## src/tcp_rx_pkg.sv

```systemverilog
`default_nettype none

package tcp_rx_pkg;

	// ipv4 protocol number of tcp
	localparam logic [7:0] TCP_PROTO = 8'h06;

	// fixed part of the tcp header
	localparam int MIN_HDR_LEN = 20;

	// data offset nibble sits in the upper half of this byte
	localparam int OFFSET_BYTE_POS = 12;

	// option kinds
	localparam logic [7:0] OPT_END       = 8'd0;
	localparam logic [7:0] OPT_NOP       = 8'd1;
	localparam logic [7:0] OPT_MSS       = 8'd2;
	localparam logic [7:0] OPT_WIN       = 8'd3;
	localparam logic [7:0] OPT_SACK_PERM = 8'd4;
	localparam logic [7:0] OPT_SACK      = 8'd5;
	localparam logic [7:0] OPT_TS        = 8'd8;

	// option walk states
	localparam logic [1:0] OPT_FIELD_KIND = 2'd0;
	localparam logic [1:0] OPT_FIELD_LEN  = 2'd1;
	localparam logic [1:0] OPT_FIELD_DATA = 2'd2;

	// payload buffer geometry
	localparam int PL_BUF_DEPTH = 256;
	localparam int PL_ADDR_W    = 8;

	// last eight option value bytes, first received byte in the top byte
	typedef union packed {
		struct packed {
			logic [31:0] ts_val;
			logic [31:0] ts_ecr;
		} ts;
		struct packed {
			logic [31:0] sack_left;
			logic [31:0] sack_right;
		} sack;
	} opt_word_u;

endpackage

`default_nettype wire

```

## src/pl_buf_arbiter.sv

```systemverilog
`default_nettype none

module pl_buf_arbiter (
	input  wire                               clk,
	input  wire                               fsm_rst,
	input  wire                               wr_req,
	input  wire  [tcp_rx_pkg::PL_ADDR_W-1:0]  wr_addr,
	input  wire  [7:0]                        wr_data,
	input  wire                               rd_req,
	input  wire  [tcp_rx_pkg::PL_ADDR_W-1:0]  rd_addr,
	input  wire  [7:0]                        mem_rdata,
	output logic                              mem_we,
	output logic [tcp_rx_pkg::PL_ADDR_W-1:0]  mem_addr,
	output logic [7:0]                        mem_wdata,
	output logic                              rd_valid,
	output logic [7:0]                        rd_data
);

	logic rd_grant;
	// this request already got its one grant
	logic rd_served;

	// writer has fixed priority
	assign rd_grant  = rd_req && !wr_req && !rd_served;
	assign mem_we    = wr_req;
	assign mem_addr  = wr_req ? wr_addr : rd_addr;
	assign mem_wdata = wr_data;

	// memory output lines up with the registered grant
	assign rd_data = mem_rdata;

	always_ff @(posedge clk) begin
		if (fsm_rst) begin
			rd_valid  <= 1'b0;
			rd_served <= 1'b0;
		end else begin
			rd_valid  <= rd_grant;
			// rearmed once the host drops rd_req
			rd_served <= rd_req && (rd_served || rd_grant);
		end
	end

endmodule

`default_nettype wire

```

## src/pl_buf_ram.sv

```systemverilog
`default_nettype none

module pl_buf_ram (
	input  wire                              clk,
	input  wire                              we,
	input  wire  [tcp_rx_pkg::PL_ADDR_W-1:0] addr,
	input  wire  [7:0]                       wdata,
	output logic [7:0]                       rdata
);
	import tcp_rx_pkg::*;

	logic [7:0] mem [PL_BUF_DEPTH];

	// read returns the old contents on a write cycle
	always_ff @(posedge clk) begin
		if (we) begin
			mem[addr] <= wdata;
		end
		rdata <= mem[addr];
	end

endmodule

`default_nettype wire

```

## src/tcp_hdr_parser.sv

```systemverilog
`default_nettype none

module tcp_hdr_parser (
	input  wire         clk,
	input  wire         fsm_rst,
	input  wire  [7:0]  rx_d,
	input  wire         rx_v,
	input  wire         rx_sof,
	input  wire         rx_eof,
	input  wire         rx_err,
	input  wire  [7:0]  ip_proto,
	input  wire  [15:0] ip_pl_len,
	input  wire  [15:0] local_port,
	output logic [15:0] src_port,
	output logic [15:0] dst_port,
	output logic [31:0] seq_num,
	output logic [31:0] ack_num,
	output logic [8:0]  flags,
	output logic [15:0] win_size,
	output logic [15:0] urg_ptr,
	output logic        hdr_v,
	output logic        pkt_done,
	output logic        err,
	output logic [15:0] pl_len,
	output logic        opt_en,
	output logic        frame_clr,
	output logic        wr_req,
	output logic [tcp_rx_pkg::PL_ADDR_W-1:0] wr_addr,
	output logic [7:0]  wr_data
);
	import tcp_rx_pkg::*;

	// bytes 0..18 of the header, newest in [0]
	logic [MIN_HDR_LEN-2:0][7:0] hdr_sr;
	logic [15:0] byte_cnt;
	logic [15:0] idx;
	logic [15:0] hdr_len;
	logic [5:0]  offset_bytes;
	logic        active;
	logic        acc;
	logic        tcp_ok;
	logic        port_ok;
	logic        seg_ok;
	logic        err_seen;
	logic        in_payload;
	logic        seg_good;

	assign acc    = rx_v && (rx_sof || active);
	assign idx    = rx_sof ? 16'd0 : byte_cnt;
	assign tcp_ok = (ip_proto == TCP_PROTO);
	assign seg_ok = tcp_ok && port_ok;

	// an offset below five words is treated as a bare header
	assign hdr_len = (offset_bytes > 6'(MIN_HDR_LEN)) ? {10'd0, offset_bytes} :
		16'(MIN_HDR_LEN);

	assign in_payload = (idx >= hdr_len);
	assign opt_en     = active && seg_ok && (idx >= 16'(MIN_HDR_LEN)) && (idx < hdr_len);

	// count matches, no upstream error, and the header was complete
	assign seg_good = ((idx + 16'd1) == ip_pl_len) && !err_seen && !rx_err &&
		(idx >= hdr_len - 16'd1);

	always_ff @(posedge clk) begin
		if (fsm_rst) begin
			byte_cnt     <= 16'd0;
			active       <= 1'b0;
			port_ok      <= 1'b0;
			err_seen     <= 1'b0;
			offset_bytes <= 6'd0;
			pl_len       <= 16'd0;
			hdr_v        <= 1'b0;
			pkt_done     <= 1'b0;
			err          <= 1'b0;
			frame_clr    <= 1'b0;
			wr_req       <= 1'b0;
		end else begin
			hdr_v     <= 1'b0;
			pkt_done  <= 1'b0;
			err       <= 1'b0;
			wr_req    <= 1'b0;
			frame_clr <= acc && (rx_sof || rx_eof);

			if (active && rx_err) begin
				err_seen <= 1'b1;
			end

			if (acc) begin
				// new segment
				if (rx_sof) begin
					port_ok  <= 1'b0;
					err_seen <= rx_err;
					pl_len   <= 16'd0;
				end

				byte_cnt <= idx + 16'd1;
				active   <= !rx_eof;

				if (idx == 16'(OFFSET_BYTE_POS)) begin
					offset_bytes <= {rx_d[7:4], 2'b00};
				end

				// destination port complete at byte 3
				if (idx == 16'd3) begin
					port_ok <= ({hdr_sr[0], rx_d} == local_port);
				end

				if (idx == hdr_len - 16'd1) begin
					hdr_v <= seg_ok;
				end

				if (seg_ok && in_payload) begin
					pl_len <= pl_len + 16'd1;
					wr_req <= (pl_len < 16'(PL_BUF_DEPTH));
				end

				if (rx_eof) begin
					port_ok <= 1'b0;
					if (seg_ok) begin
						pkt_done <= seg_good;
						err      <= !seg_good;
					end
				end
			end
		end
	end

	// header capture and write payload
	always_ff @(posedge clk) begin
		if (acc) begin
			hdr_sr <= {hdr_sr[MIN_HDR_LEN-3:0], rx_d};
			if (idx == 16'(MIN_HDR_LEN - 1) && seg_ok) begin
				src_port <= hdr_sr[18:17];
				dst_port <= hdr_sr[16:15];
				seq_num  <= hdr_sr[14:11];
				ack_num  <= hdr_sr[10:7];
				// ns bit sits at the bottom of the offset byte
				flags    <= {hdr_sr[6][0], hdr_sr[5]};
				win_size <= hdr_sr[4:3];
				urg_ptr  <= {hdr_sr[0], rx_d};
			end
			wr_addr <= pl_len[PL_ADDR_W-1:0];
			wr_data <= rx_d;
		end
	end

endmodule

`default_nettype wire

```

## src/tcp_opt_parser.sv

```systemverilog
`default_nettype none

module tcp_opt_parser (
	input  wire                   clk,
	input  wire                   fsm_rst,
	input  wire  [7:0]            rx_d,
	input  wire                   rx_v,
	input  wire                   opt_en,
	input  wire                   frame_clr,
	output logic                  mss_pres,
	output logic [15:0]           mss,
	output logic                  win_pres,
	output logic [7:0]            win_scale,
	output logic                  sack_perm_pres,
	output logic                  sack_pres,
	output logic [2:0]            sack_blocks,
	output logic                  ts_pres,
	output tcp_rx_pkg::opt_word_u opt_word
);
	import tcp_rx_pkg::*;

	logic [1:0]  field;
	logic [7:0]  cur_kind;
	logic [7:0]  data_rem;
	logic        walk_end;
	// results belong to the frame that is ending
	logic        held;
	logic [55:0] opt_sr;
	logic [63:0] opt_next;
	logic        step;

	assign step     = opt_en && rx_v && !walk_end && !frame_clr;
	assign opt_next = {opt_sr, rx_d};

	// walk state and presence flags
	always_ff @(posedge clk) begin
		if (fsm_rst) begin
			field          <= OPT_FIELD_KIND;
			walk_end       <= 1'b0;
			held           <= 1'b0;
			mss_pres       <= 1'b0;
			win_pres       <= 1'b0;
			sack_perm_pres <= 1'b0;
			sack_pres      <= 1'b0;
			ts_pres        <= 1'b0;
			sack_blocks    <= 3'd0;
		end else if (frame_clr) begin
			field    <= OPT_FIELD_KIND;
			walk_end <= 1'b0;
			held     <= 1'b0;
			// keep results across the end pulse, drop them at the next start
			if (!held) begin
				mss_pres       <= 1'b0;
				win_pres       <= 1'b0;
				sack_perm_pres <= 1'b0;
				sack_pres      <= 1'b0;
				ts_pres        <= 1'b0;
				sack_blocks    <= 3'd0;
			end
		end else if (step) begin
			held <= 1'b1;
			case (field)
				OPT_FIELD_KIND: begin
					case (rx_d)
						OPT_END:       walk_end <= 1'b1;
						OPT_NOP:       field <= OPT_FIELD_KIND;
						OPT_MSS: begin
							mss_pres <= 1'b1;
							field    <= OPT_FIELD_LEN;
						end
						OPT_WIN: begin
							win_pres <= 1'b1;
							field    <= OPT_FIELD_LEN;
						end
						OPT_SACK_PERM: begin
							sack_perm_pres <= 1'b1;
							field          <= OPT_FIELD_LEN;
						end
						OPT_SACK: begin
							sack_pres <= 1'b1;
							field     <= OPT_FIELD_LEN;
						end
						OPT_TS: begin
							ts_pres <= 1'b1;
							field   <= OPT_FIELD_LEN;
						end
						// unknown kind, length cannot be trusted
						default:       walk_end <= 1'b1;
					endcase
				end
				OPT_FIELD_LEN: begin
					if (cur_kind == OPT_SACK) begin
						case (rx_d)
							8'd10:   sack_blocks <= 3'd1;
							8'd18:   sack_blocks <= 3'd2;
							8'd26:   sack_blocks <= 3'd3;
							8'd34:   sack_blocks <= 3'd4;
							default: sack_blocks <= 3'd0;
						endcase
					end
					// malformed length stops the walk
					if (rx_d < 8'd2) begin
						walk_end <= 1'b1;
					end
					field <= (rx_d > 8'd2) ? OPT_FIELD_DATA : OPT_FIELD_KIND;
				end
				OPT_FIELD_DATA: begin
					if (data_rem == 8'd1) begin
						field <= OPT_FIELD_KIND;
					end
				end
				default: field <= OPT_FIELD_KIND;
			endcase
		end
	end

	// option values
	always_ff @(posedge clk) begin
		if (step) begin
			case (field)
				OPT_FIELD_KIND: cur_kind <= rx_d;
				OPT_FIELD_LEN:  data_rem <= rx_d - 8'd2;
				OPT_FIELD_DATA: begin
					opt_sr   <= opt_next[55:0];
					data_rem <= data_rem - 8'd1;
					// last value byte
					if (data_rem == 8'd1) begin
						case (cur_kind)
							OPT_MSS: mss <= opt_next[15:0];
							OPT_WIN: win_scale <= rx_d;
							OPT_SACK: begin
								opt_word.sack.sack_left  <= opt_next[63:32];
								opt_word.sack.sack_right <= opt_next[31:0];
							end
							OPT_TS: begin
								opt_word.ts.ts_val <= opt_next[63:32];
								opt_word.ts.ts_ecr <= opt_next[31:0];
							end
							default: ;
						endcase
					end
				end
				default: ;
			endcase
		end
	end

endmodule

`default_nettype wire

```

## src/tcp_rx_top.sv

```systemverilog
`default_nettype none

module tcp_rx_top (
	input  wire                              clk,
	input  wire                              fsm_rst,
	input  wire  [7:0]                       rx_d,
	input  wire                              rx_v,
	input  wire                              rx_sof,
	input  wire                              rx_eof,
	input  wire                              rx_err,
	input  wire  [7:0]                       ip_proto,
	input  wire  [15:0]                      ip_pl_len,
	input  wire  [15:0]                      local_port,
	output logic [15:0]                      src_port,
	output logic [15:0]                      dst_port,
	output logic [31:0]                      seq_num,
	output logic [31:0]                      ack_num,
	output logic [8:0]                       flags,
	output logic [15:0]                      win_size,
	output logic [15:0]                      urg_ptr,
	output logic                             mss_pres,
	output logic [15:0]                      mss,
	output logic                             win_pres,
	output logic [7:0]                       win_scale,
	output logic                             sack_perm_pres,
	output logic                             sack_pres,
	output logic [2:0]                       sack_blocks,
	output logic                             ts_pres,
	output tcp_rx_pkg::opt_word_u            opt_word,
	output logic [15:0]                      pl_len,
	output logic                             hdr_v,
	output logic                             pkt_done,
	output logic                             err,
	input  wire                              rd_req,
	input  wire  [tcp_rx_pkg::PL_ADDR_W-1:0] rd_addr,
	output logic                             rd_valid,
	output logic [7:0]                       rd_data
);

	logic                             opt_en;
	logic                             frame_clr;
	logic                             wr_req;
	logic [tcp_rx_pkg::PL_ADDR_W-1:0] wr_addr;
	logic [7:0]                       wr_data;
	logic                             mem_we;
	logic [tcp_rx_pkg::PL_ADDR_W-1:0] mem_addr;
	logic [7:0]                       mem_wdata;
	logic [7:0]                       mem_rdata;

	tcp_hdr_parser u_hdr (
		.clk        (clk),
		.fsm_rst    (fsm_rst),
		.rx_d       (rx_d),
		.rx_v       (rx_v),
		.rx_sof     (rx_sof),
		.rx_eof     (rx_eof),
		.rx_err     (rx_err),
		.ip_proto   (ip_proto),
		.ip_pl_len  (ip_pl_len),
		.local_port (local_port),
		.src_port   (src_port),
		.dst_port   (dst_port),
		.seq_num    (seq_num),
		.ack_num    (ack_num),
		.flags      (flags),
		.win_size   (win_size),
		.urg_ptr    (urg_ptr),
		.hdr_v      (hdr_v),
		.pkt_done   (pkt_done),
		.err        (err),
		.pl_len     (pl_len),
		.opt_en     (opt_en),
		.frame_clr  (frame_clr),
		.wr_req     (wr_req),
		.wr_addr    (wr_addr),
		.wr_data    (wr_data)
	);

	// samples the raw stream, gated by opt_en
	tcp_opt_parser u_opt (
		.clk            (clk),
		.fsm_rst        (fsm_rst),
		.rx_d           (rx_d),
		.rx_v           (rx_v),
		.opt_en         (opt_en),
		.frame_clr      (frame_clr),
		.mss_pres       (mss_pres),
		.mss            (mss),
		.win_pres       (win_pres),
		.win_scale      (win_scale),
		.sack_perm_pres (sack_perm_pres),
		.sack_pres      (sack_pres),
		.sack_blocks    (sack_blocks),
		.ts_pres        (ts_pres),
		.opt_word       (opt_word)
	);

	pl_buf_arbiter u_arb (
		.clk       (clk),
		.fsm_rst   (fsm_rst),
		.wr_req    (wr_req),
		.wr_addr   (wr_addr),
		.wr_data   (wr_data),
		.rd_req    (rd_req),
		.rd_addr   (rd_addr),
		.mem_rdata (mem_rdata),
		.mem_we    (mem_we),
		.mem_addr  (mem_addr),
		.mem_wdata (mem_wdata),
		.rd_valid  (rd_valid),
		.rd_data   (rd_data)
	);

	pl_buf_ram u_ram (
		.clk   (clk),
		.we    (mem_we),
		.addr  (mem_addr),
		.wdata (mem_wdata),
		.rdata (mem_rdata)
	);

endmodule

`default_nettype wire

```

## config.mk

```make
export PLATFORM = sky130hd
export DESIGN_NAME = tcp_rx_top
export DESIGN_NICKNAME = d
export VERILOG_FILES = /design/src/tcp_rx_pkg.sv /design/src/pl_buf_arbiter.sv /design/src/pl_buf_ram.sv /design/src/tcp_hdr_parser.sv /design/src/tcp_opt_parser.sv /design/src/tcp_rx_top.sv
export SDC_FILE = /design/constraint.sdc
export NUM_CORES = 2
export LEC_CHECK = 0
export ABC_AREA = 0
export BUFFER_PORTS_ARGS = -buffer_cell sky130_fd_sc_hd__buf_4
export CAP_MARGIN = 0
export CORE_MARGIN = 1.5
export CORE_UTILIZATION = 48
export DETAILED_ROUTE_END_ITERATION = 12
export PLACE_DENSITY_LB_ADDON = 0.12
export SLEW_MARGIN = 20
export SYNTH_ARGS = -nofsm -noshare
export SYNTH_HDL_FRONTEND = slang
export SYNTH_SLANG_ARGS = --single-unit
```

## constraint.sdc

```tcl
create_clock -name clk -period 13.25 [get_ports clk]
set_input_delay 0.6625 -clock clk [delete_from_list [all_inputs] [get_ports clk]]
set_output_delay 0.6625 -clock clk [all_outputs]
set_load 0.03 [all_outputs]
```

==> impl_metrics.ini <==
[outcome]
status = complete, no violations

[worst_setup_path]
endpoint = u_ram.rdata[7]
crit_path_start = u_hdr.wr_req
arrival_ns = 6.67
crit_path_start_kind = flip-flop
reg2reg_depth = 9
path_class = flip-flop to flip-flop
r2r_setup_slack_ns = 7.33
cp.required_ns = 14.00
r2r-start = u_hdr.wr_req
path_max_fanout = 117
reg2reg_to = u_ram.rdata[7]
endpoint_kind = flip-flop

[timing]
setup_violations = 0
fmax_mhz = 169
setup_tns_ns = 0
slew_viol_final = 0
maxSlewHeadroom = 0.213
finalCritPeriodShare = 0.447
min_period_ns = 5.92
worst_pin_slew_ns = 1.18
rsz0062_at_grt = false
hold_viol = 0
fin_skew_ns = 0.0504

[cells_and_area]
final_cell_mix = 2505 x edfxtp_1, 441 x buf_4, 440 x mux4_2
multi_input_area_um2 = 19700
final_cells = 8132
area_growth_pct = 15.1
nets = 5352
ff_latch_area_um2 = 76500
drive_above_1_share = 0.243
final_common_cell = edfxtp_1
fin_area_um2 = 112000
fillCellCount = 15221

[floorplanning]
die_x_um = 453
core_region_area_um2 = 202000
pin_count = 324
die-area_um2 = 205000
initial_core_util = 0.482
die_h_um = 453
rows = 165

[cts]
cts.repair.resized = 0
cts_hold_buf = 2
cts-root-buf = clkbuf_16
numCtsBuffers = 287
cts_tree = done
path_clk_slew_ns = 0.06
postCtsSetupBuffers = 0
htreeDepth = 5
clock_latency_ns = 0.91
clk_path_buf_depth = 4
cts.sink_count = 2571

[power]
power.switching_uw = 3540
p_seq_frac = 0.524
clkPwrFrac = 0.438
p_sw_frac = 0.207
power.internal_uw = 13600
power_density_nw_per_um2 = 153
pwr-share-comb = 0.038
vdd_drop_max_mv = 0.149
leakagePower_uw = 0.0359

[yosys]
synth-adder-area-share = 0.00360
synth_edf_count = 2505
synth.area.mux_share = 0.120
seq_area_frac_synth = 0.787
synth_top_family_by_area = multiplexers
postSynthAreaPerCell_um2 = 20.4
ys_seq_elements = 2571
yosys_warnings = 0
async_reset_ff_frac = 0
synth_cell_types = 64
synth_compound_area_frac = 0.0336
syn_inst = 4769
synth-xor-area-share = 0.00540
synth_area_um2 = 97300
ys.flop_type = edfxtp_1
synthSimpleGateAreaFrac = 0.0375

[drt]
vias = 48521
totalWireLength_um = 242000
postRouteAntennaNets = 0
highest_layer = met5
met2RoutedLength_um = 119000
dr.pass1.iters = 5
routed_via_density = 5.97
drc = 0
wl_met1_um = 102000
wl_per_cell_um = 29.7
wl_met3_um = 14300
drt_iter0_markers = 4841

[place]
place.gp.congestion = 0.857
dp_cells = 7641
dp_hpwl_um = 145000
io_buffers = 323
placed_area_um2 = 103000

[global_route]
antenna_found_initial = 4
grt_pass1_wl_um = 348000
grt_max_degree = 199
track_usage = 0.235
grt_overflow = 0
grt_pass1_vias = 48539

[job]
max-cap-violations = 0

[min_path]
min_path_type = primary input to flip-flop
[critical path: stages (launching register included)]
cell and delay (ns):
dfxtp_2 0.93, mux2_8 0.84, buf_4 0.75, buf_12 0.62
mux2i_1 0.30, a221oi_1 0.17, nor4_1 0.85, nor2_1 0.08
o31ai_1 0.70, nand4_1 0.17
[cell type report]
type / count / area share
diodes: 2 / 0.0000447
multi-input cells: 1928 / 0.176
clock inverters: 140 / 0.0106
repair buffers: 453 / 0.0316
clock buffers: 346 / 0.0675
well taps: 2672 / 0.0299
inverters: 20 / 0.000737
flip-flops and latches: 2571 / 0.683
[flip-flops by register name (all words and copies together), names as in the netlist, 2 cells and up]
signal	flops
u_hdr.src_port	16
u_opt.win_scale	8
u_hdr.ack_num	32
u_hdr.wr_addr	8
u_hdr.hdr_sr	144
u_ram.rdata	8
u_hdr.win_size	16
u_opt.data_rem	8
u_hdr.urg_ptr	16
u_opt.opt_sr	56
u_opt.opt_word	64
u_opt.sack_blocks	3
u_opt.cur_kind	8
u_ram.mem	2048
u_hdr.seq_num	32
u_opt.field	2
u_hdr.wr_data	8
u_hdr.flags	9
u_hdr.pl_len	16
u_hdr.dst_port	16
u_hdr.offset_bytes	4
u_opt.mss	16
u_hdr.byte_cnt	16
[synthesized netlist by cell type (22+ instances only)]
cell type / instances / share of area
a21oi_1: 46 / 0.0024
nand3_1: 58 / 0.0030
o21ai_0: 43 / 0.0022
nor2_1: 299 / 0.012
nand2_1: 150 / 0.0058
nor3_1: 63 / 0.0032
a32oi_1: 34 / 0.0031
nand4_1: 58 / 0.0037
dfxtp_1: 66 / 0.014
buf_2: 51 / 0.0026
edfxtp_1: 2505 / 0.77
nor4_1: 30 / 0.0019
nor2b_1: 22 / 0.0014
xnor2_1: 26 / 0.0023
xor2_1: 34 / 0.0031
mux4_2: 440 / 0.10
mux2i_1: 168 / 0.017
clkbuf_1: 146 / 0.0056
a221oi_1: 72 / 0.0065
a22oi_1: 139 / 0.011
ha_1: 28 / 0.0036
buf_1: 28 / 0.0011
and3_1: 22 / 0.0014
[how the worst min path moves through the flow]
stage | slack [ns] | from | cells after the start | to
after floorplan | 0.40 | u_arb.rd_served | 1 | u_arb.rd_valid
after global placement | 0.40 | u_opt.opt_sr[54] | 0 | u_opt.opt_word[62]
after detailed placement | 0.40 | u_hdr.hdr_sr[10] | 0 | u_hdr.hdr_sr[18]
after CTS | 0.03 | rx_d[0] | 1 | u_opt.win_scale[0]
after global routing | 0.06 | rx_d[0] | 1 | u_opt.win_scale[0]
final | 0.09 | rx_d[0] | 1 | u_opt.win_scale[0]
[per-stage QoR]
stage / total power (uW) / setup slack [ns] / hold WS (ns) / util
final: 17100 / 7.33 / 0.0875 / 0.555
after global routing: 17600 / 7.00 / 0.0613 / 0.555
after detailed placement: 9800 / 7.37 / 0.405 / 0.512
after floorplan: 9540 / 1.46 / 0.397 / -
after CTS: 17300 / 7.33 / 0.0286 / 0.555
after global placement: 9790 / 7.30 / 0.400 / 0.511
[cell families (layout without fill, tap and decap cells)]
logic type / after synthesis / in the layout
mux: 613 / 613
fa+ha+maj: 28 / 28
xor+xnor: 60 / 60
buf+inv: 279 / 959
flops: 2571 / 2571
other cells: 1 / 12
simple gates: 775 / 775
compound gates: 442 / 442
[power by group through the flow]
stage / clock, uW / sequential (uW) / combinational [uW]
final: 7510 / 8970 / 644
after global routing: 7940 / 8970 / 684
after CTS: 7630 / 8970 / 651
after detailed placement: 0 / 9150 / 650
after global placement: 0 / 9140 / 644
after floorplan: 0 / 9210 / 334
[routing by layer]
metal,global-route usage,vias up
li1,-,20699
met1,0.331,25814
met2,0.379,1614
met3,0.0380,392
met4,0.0677,2
met5,0,-
Note: power is estimated with default switching activity, not from simulation.
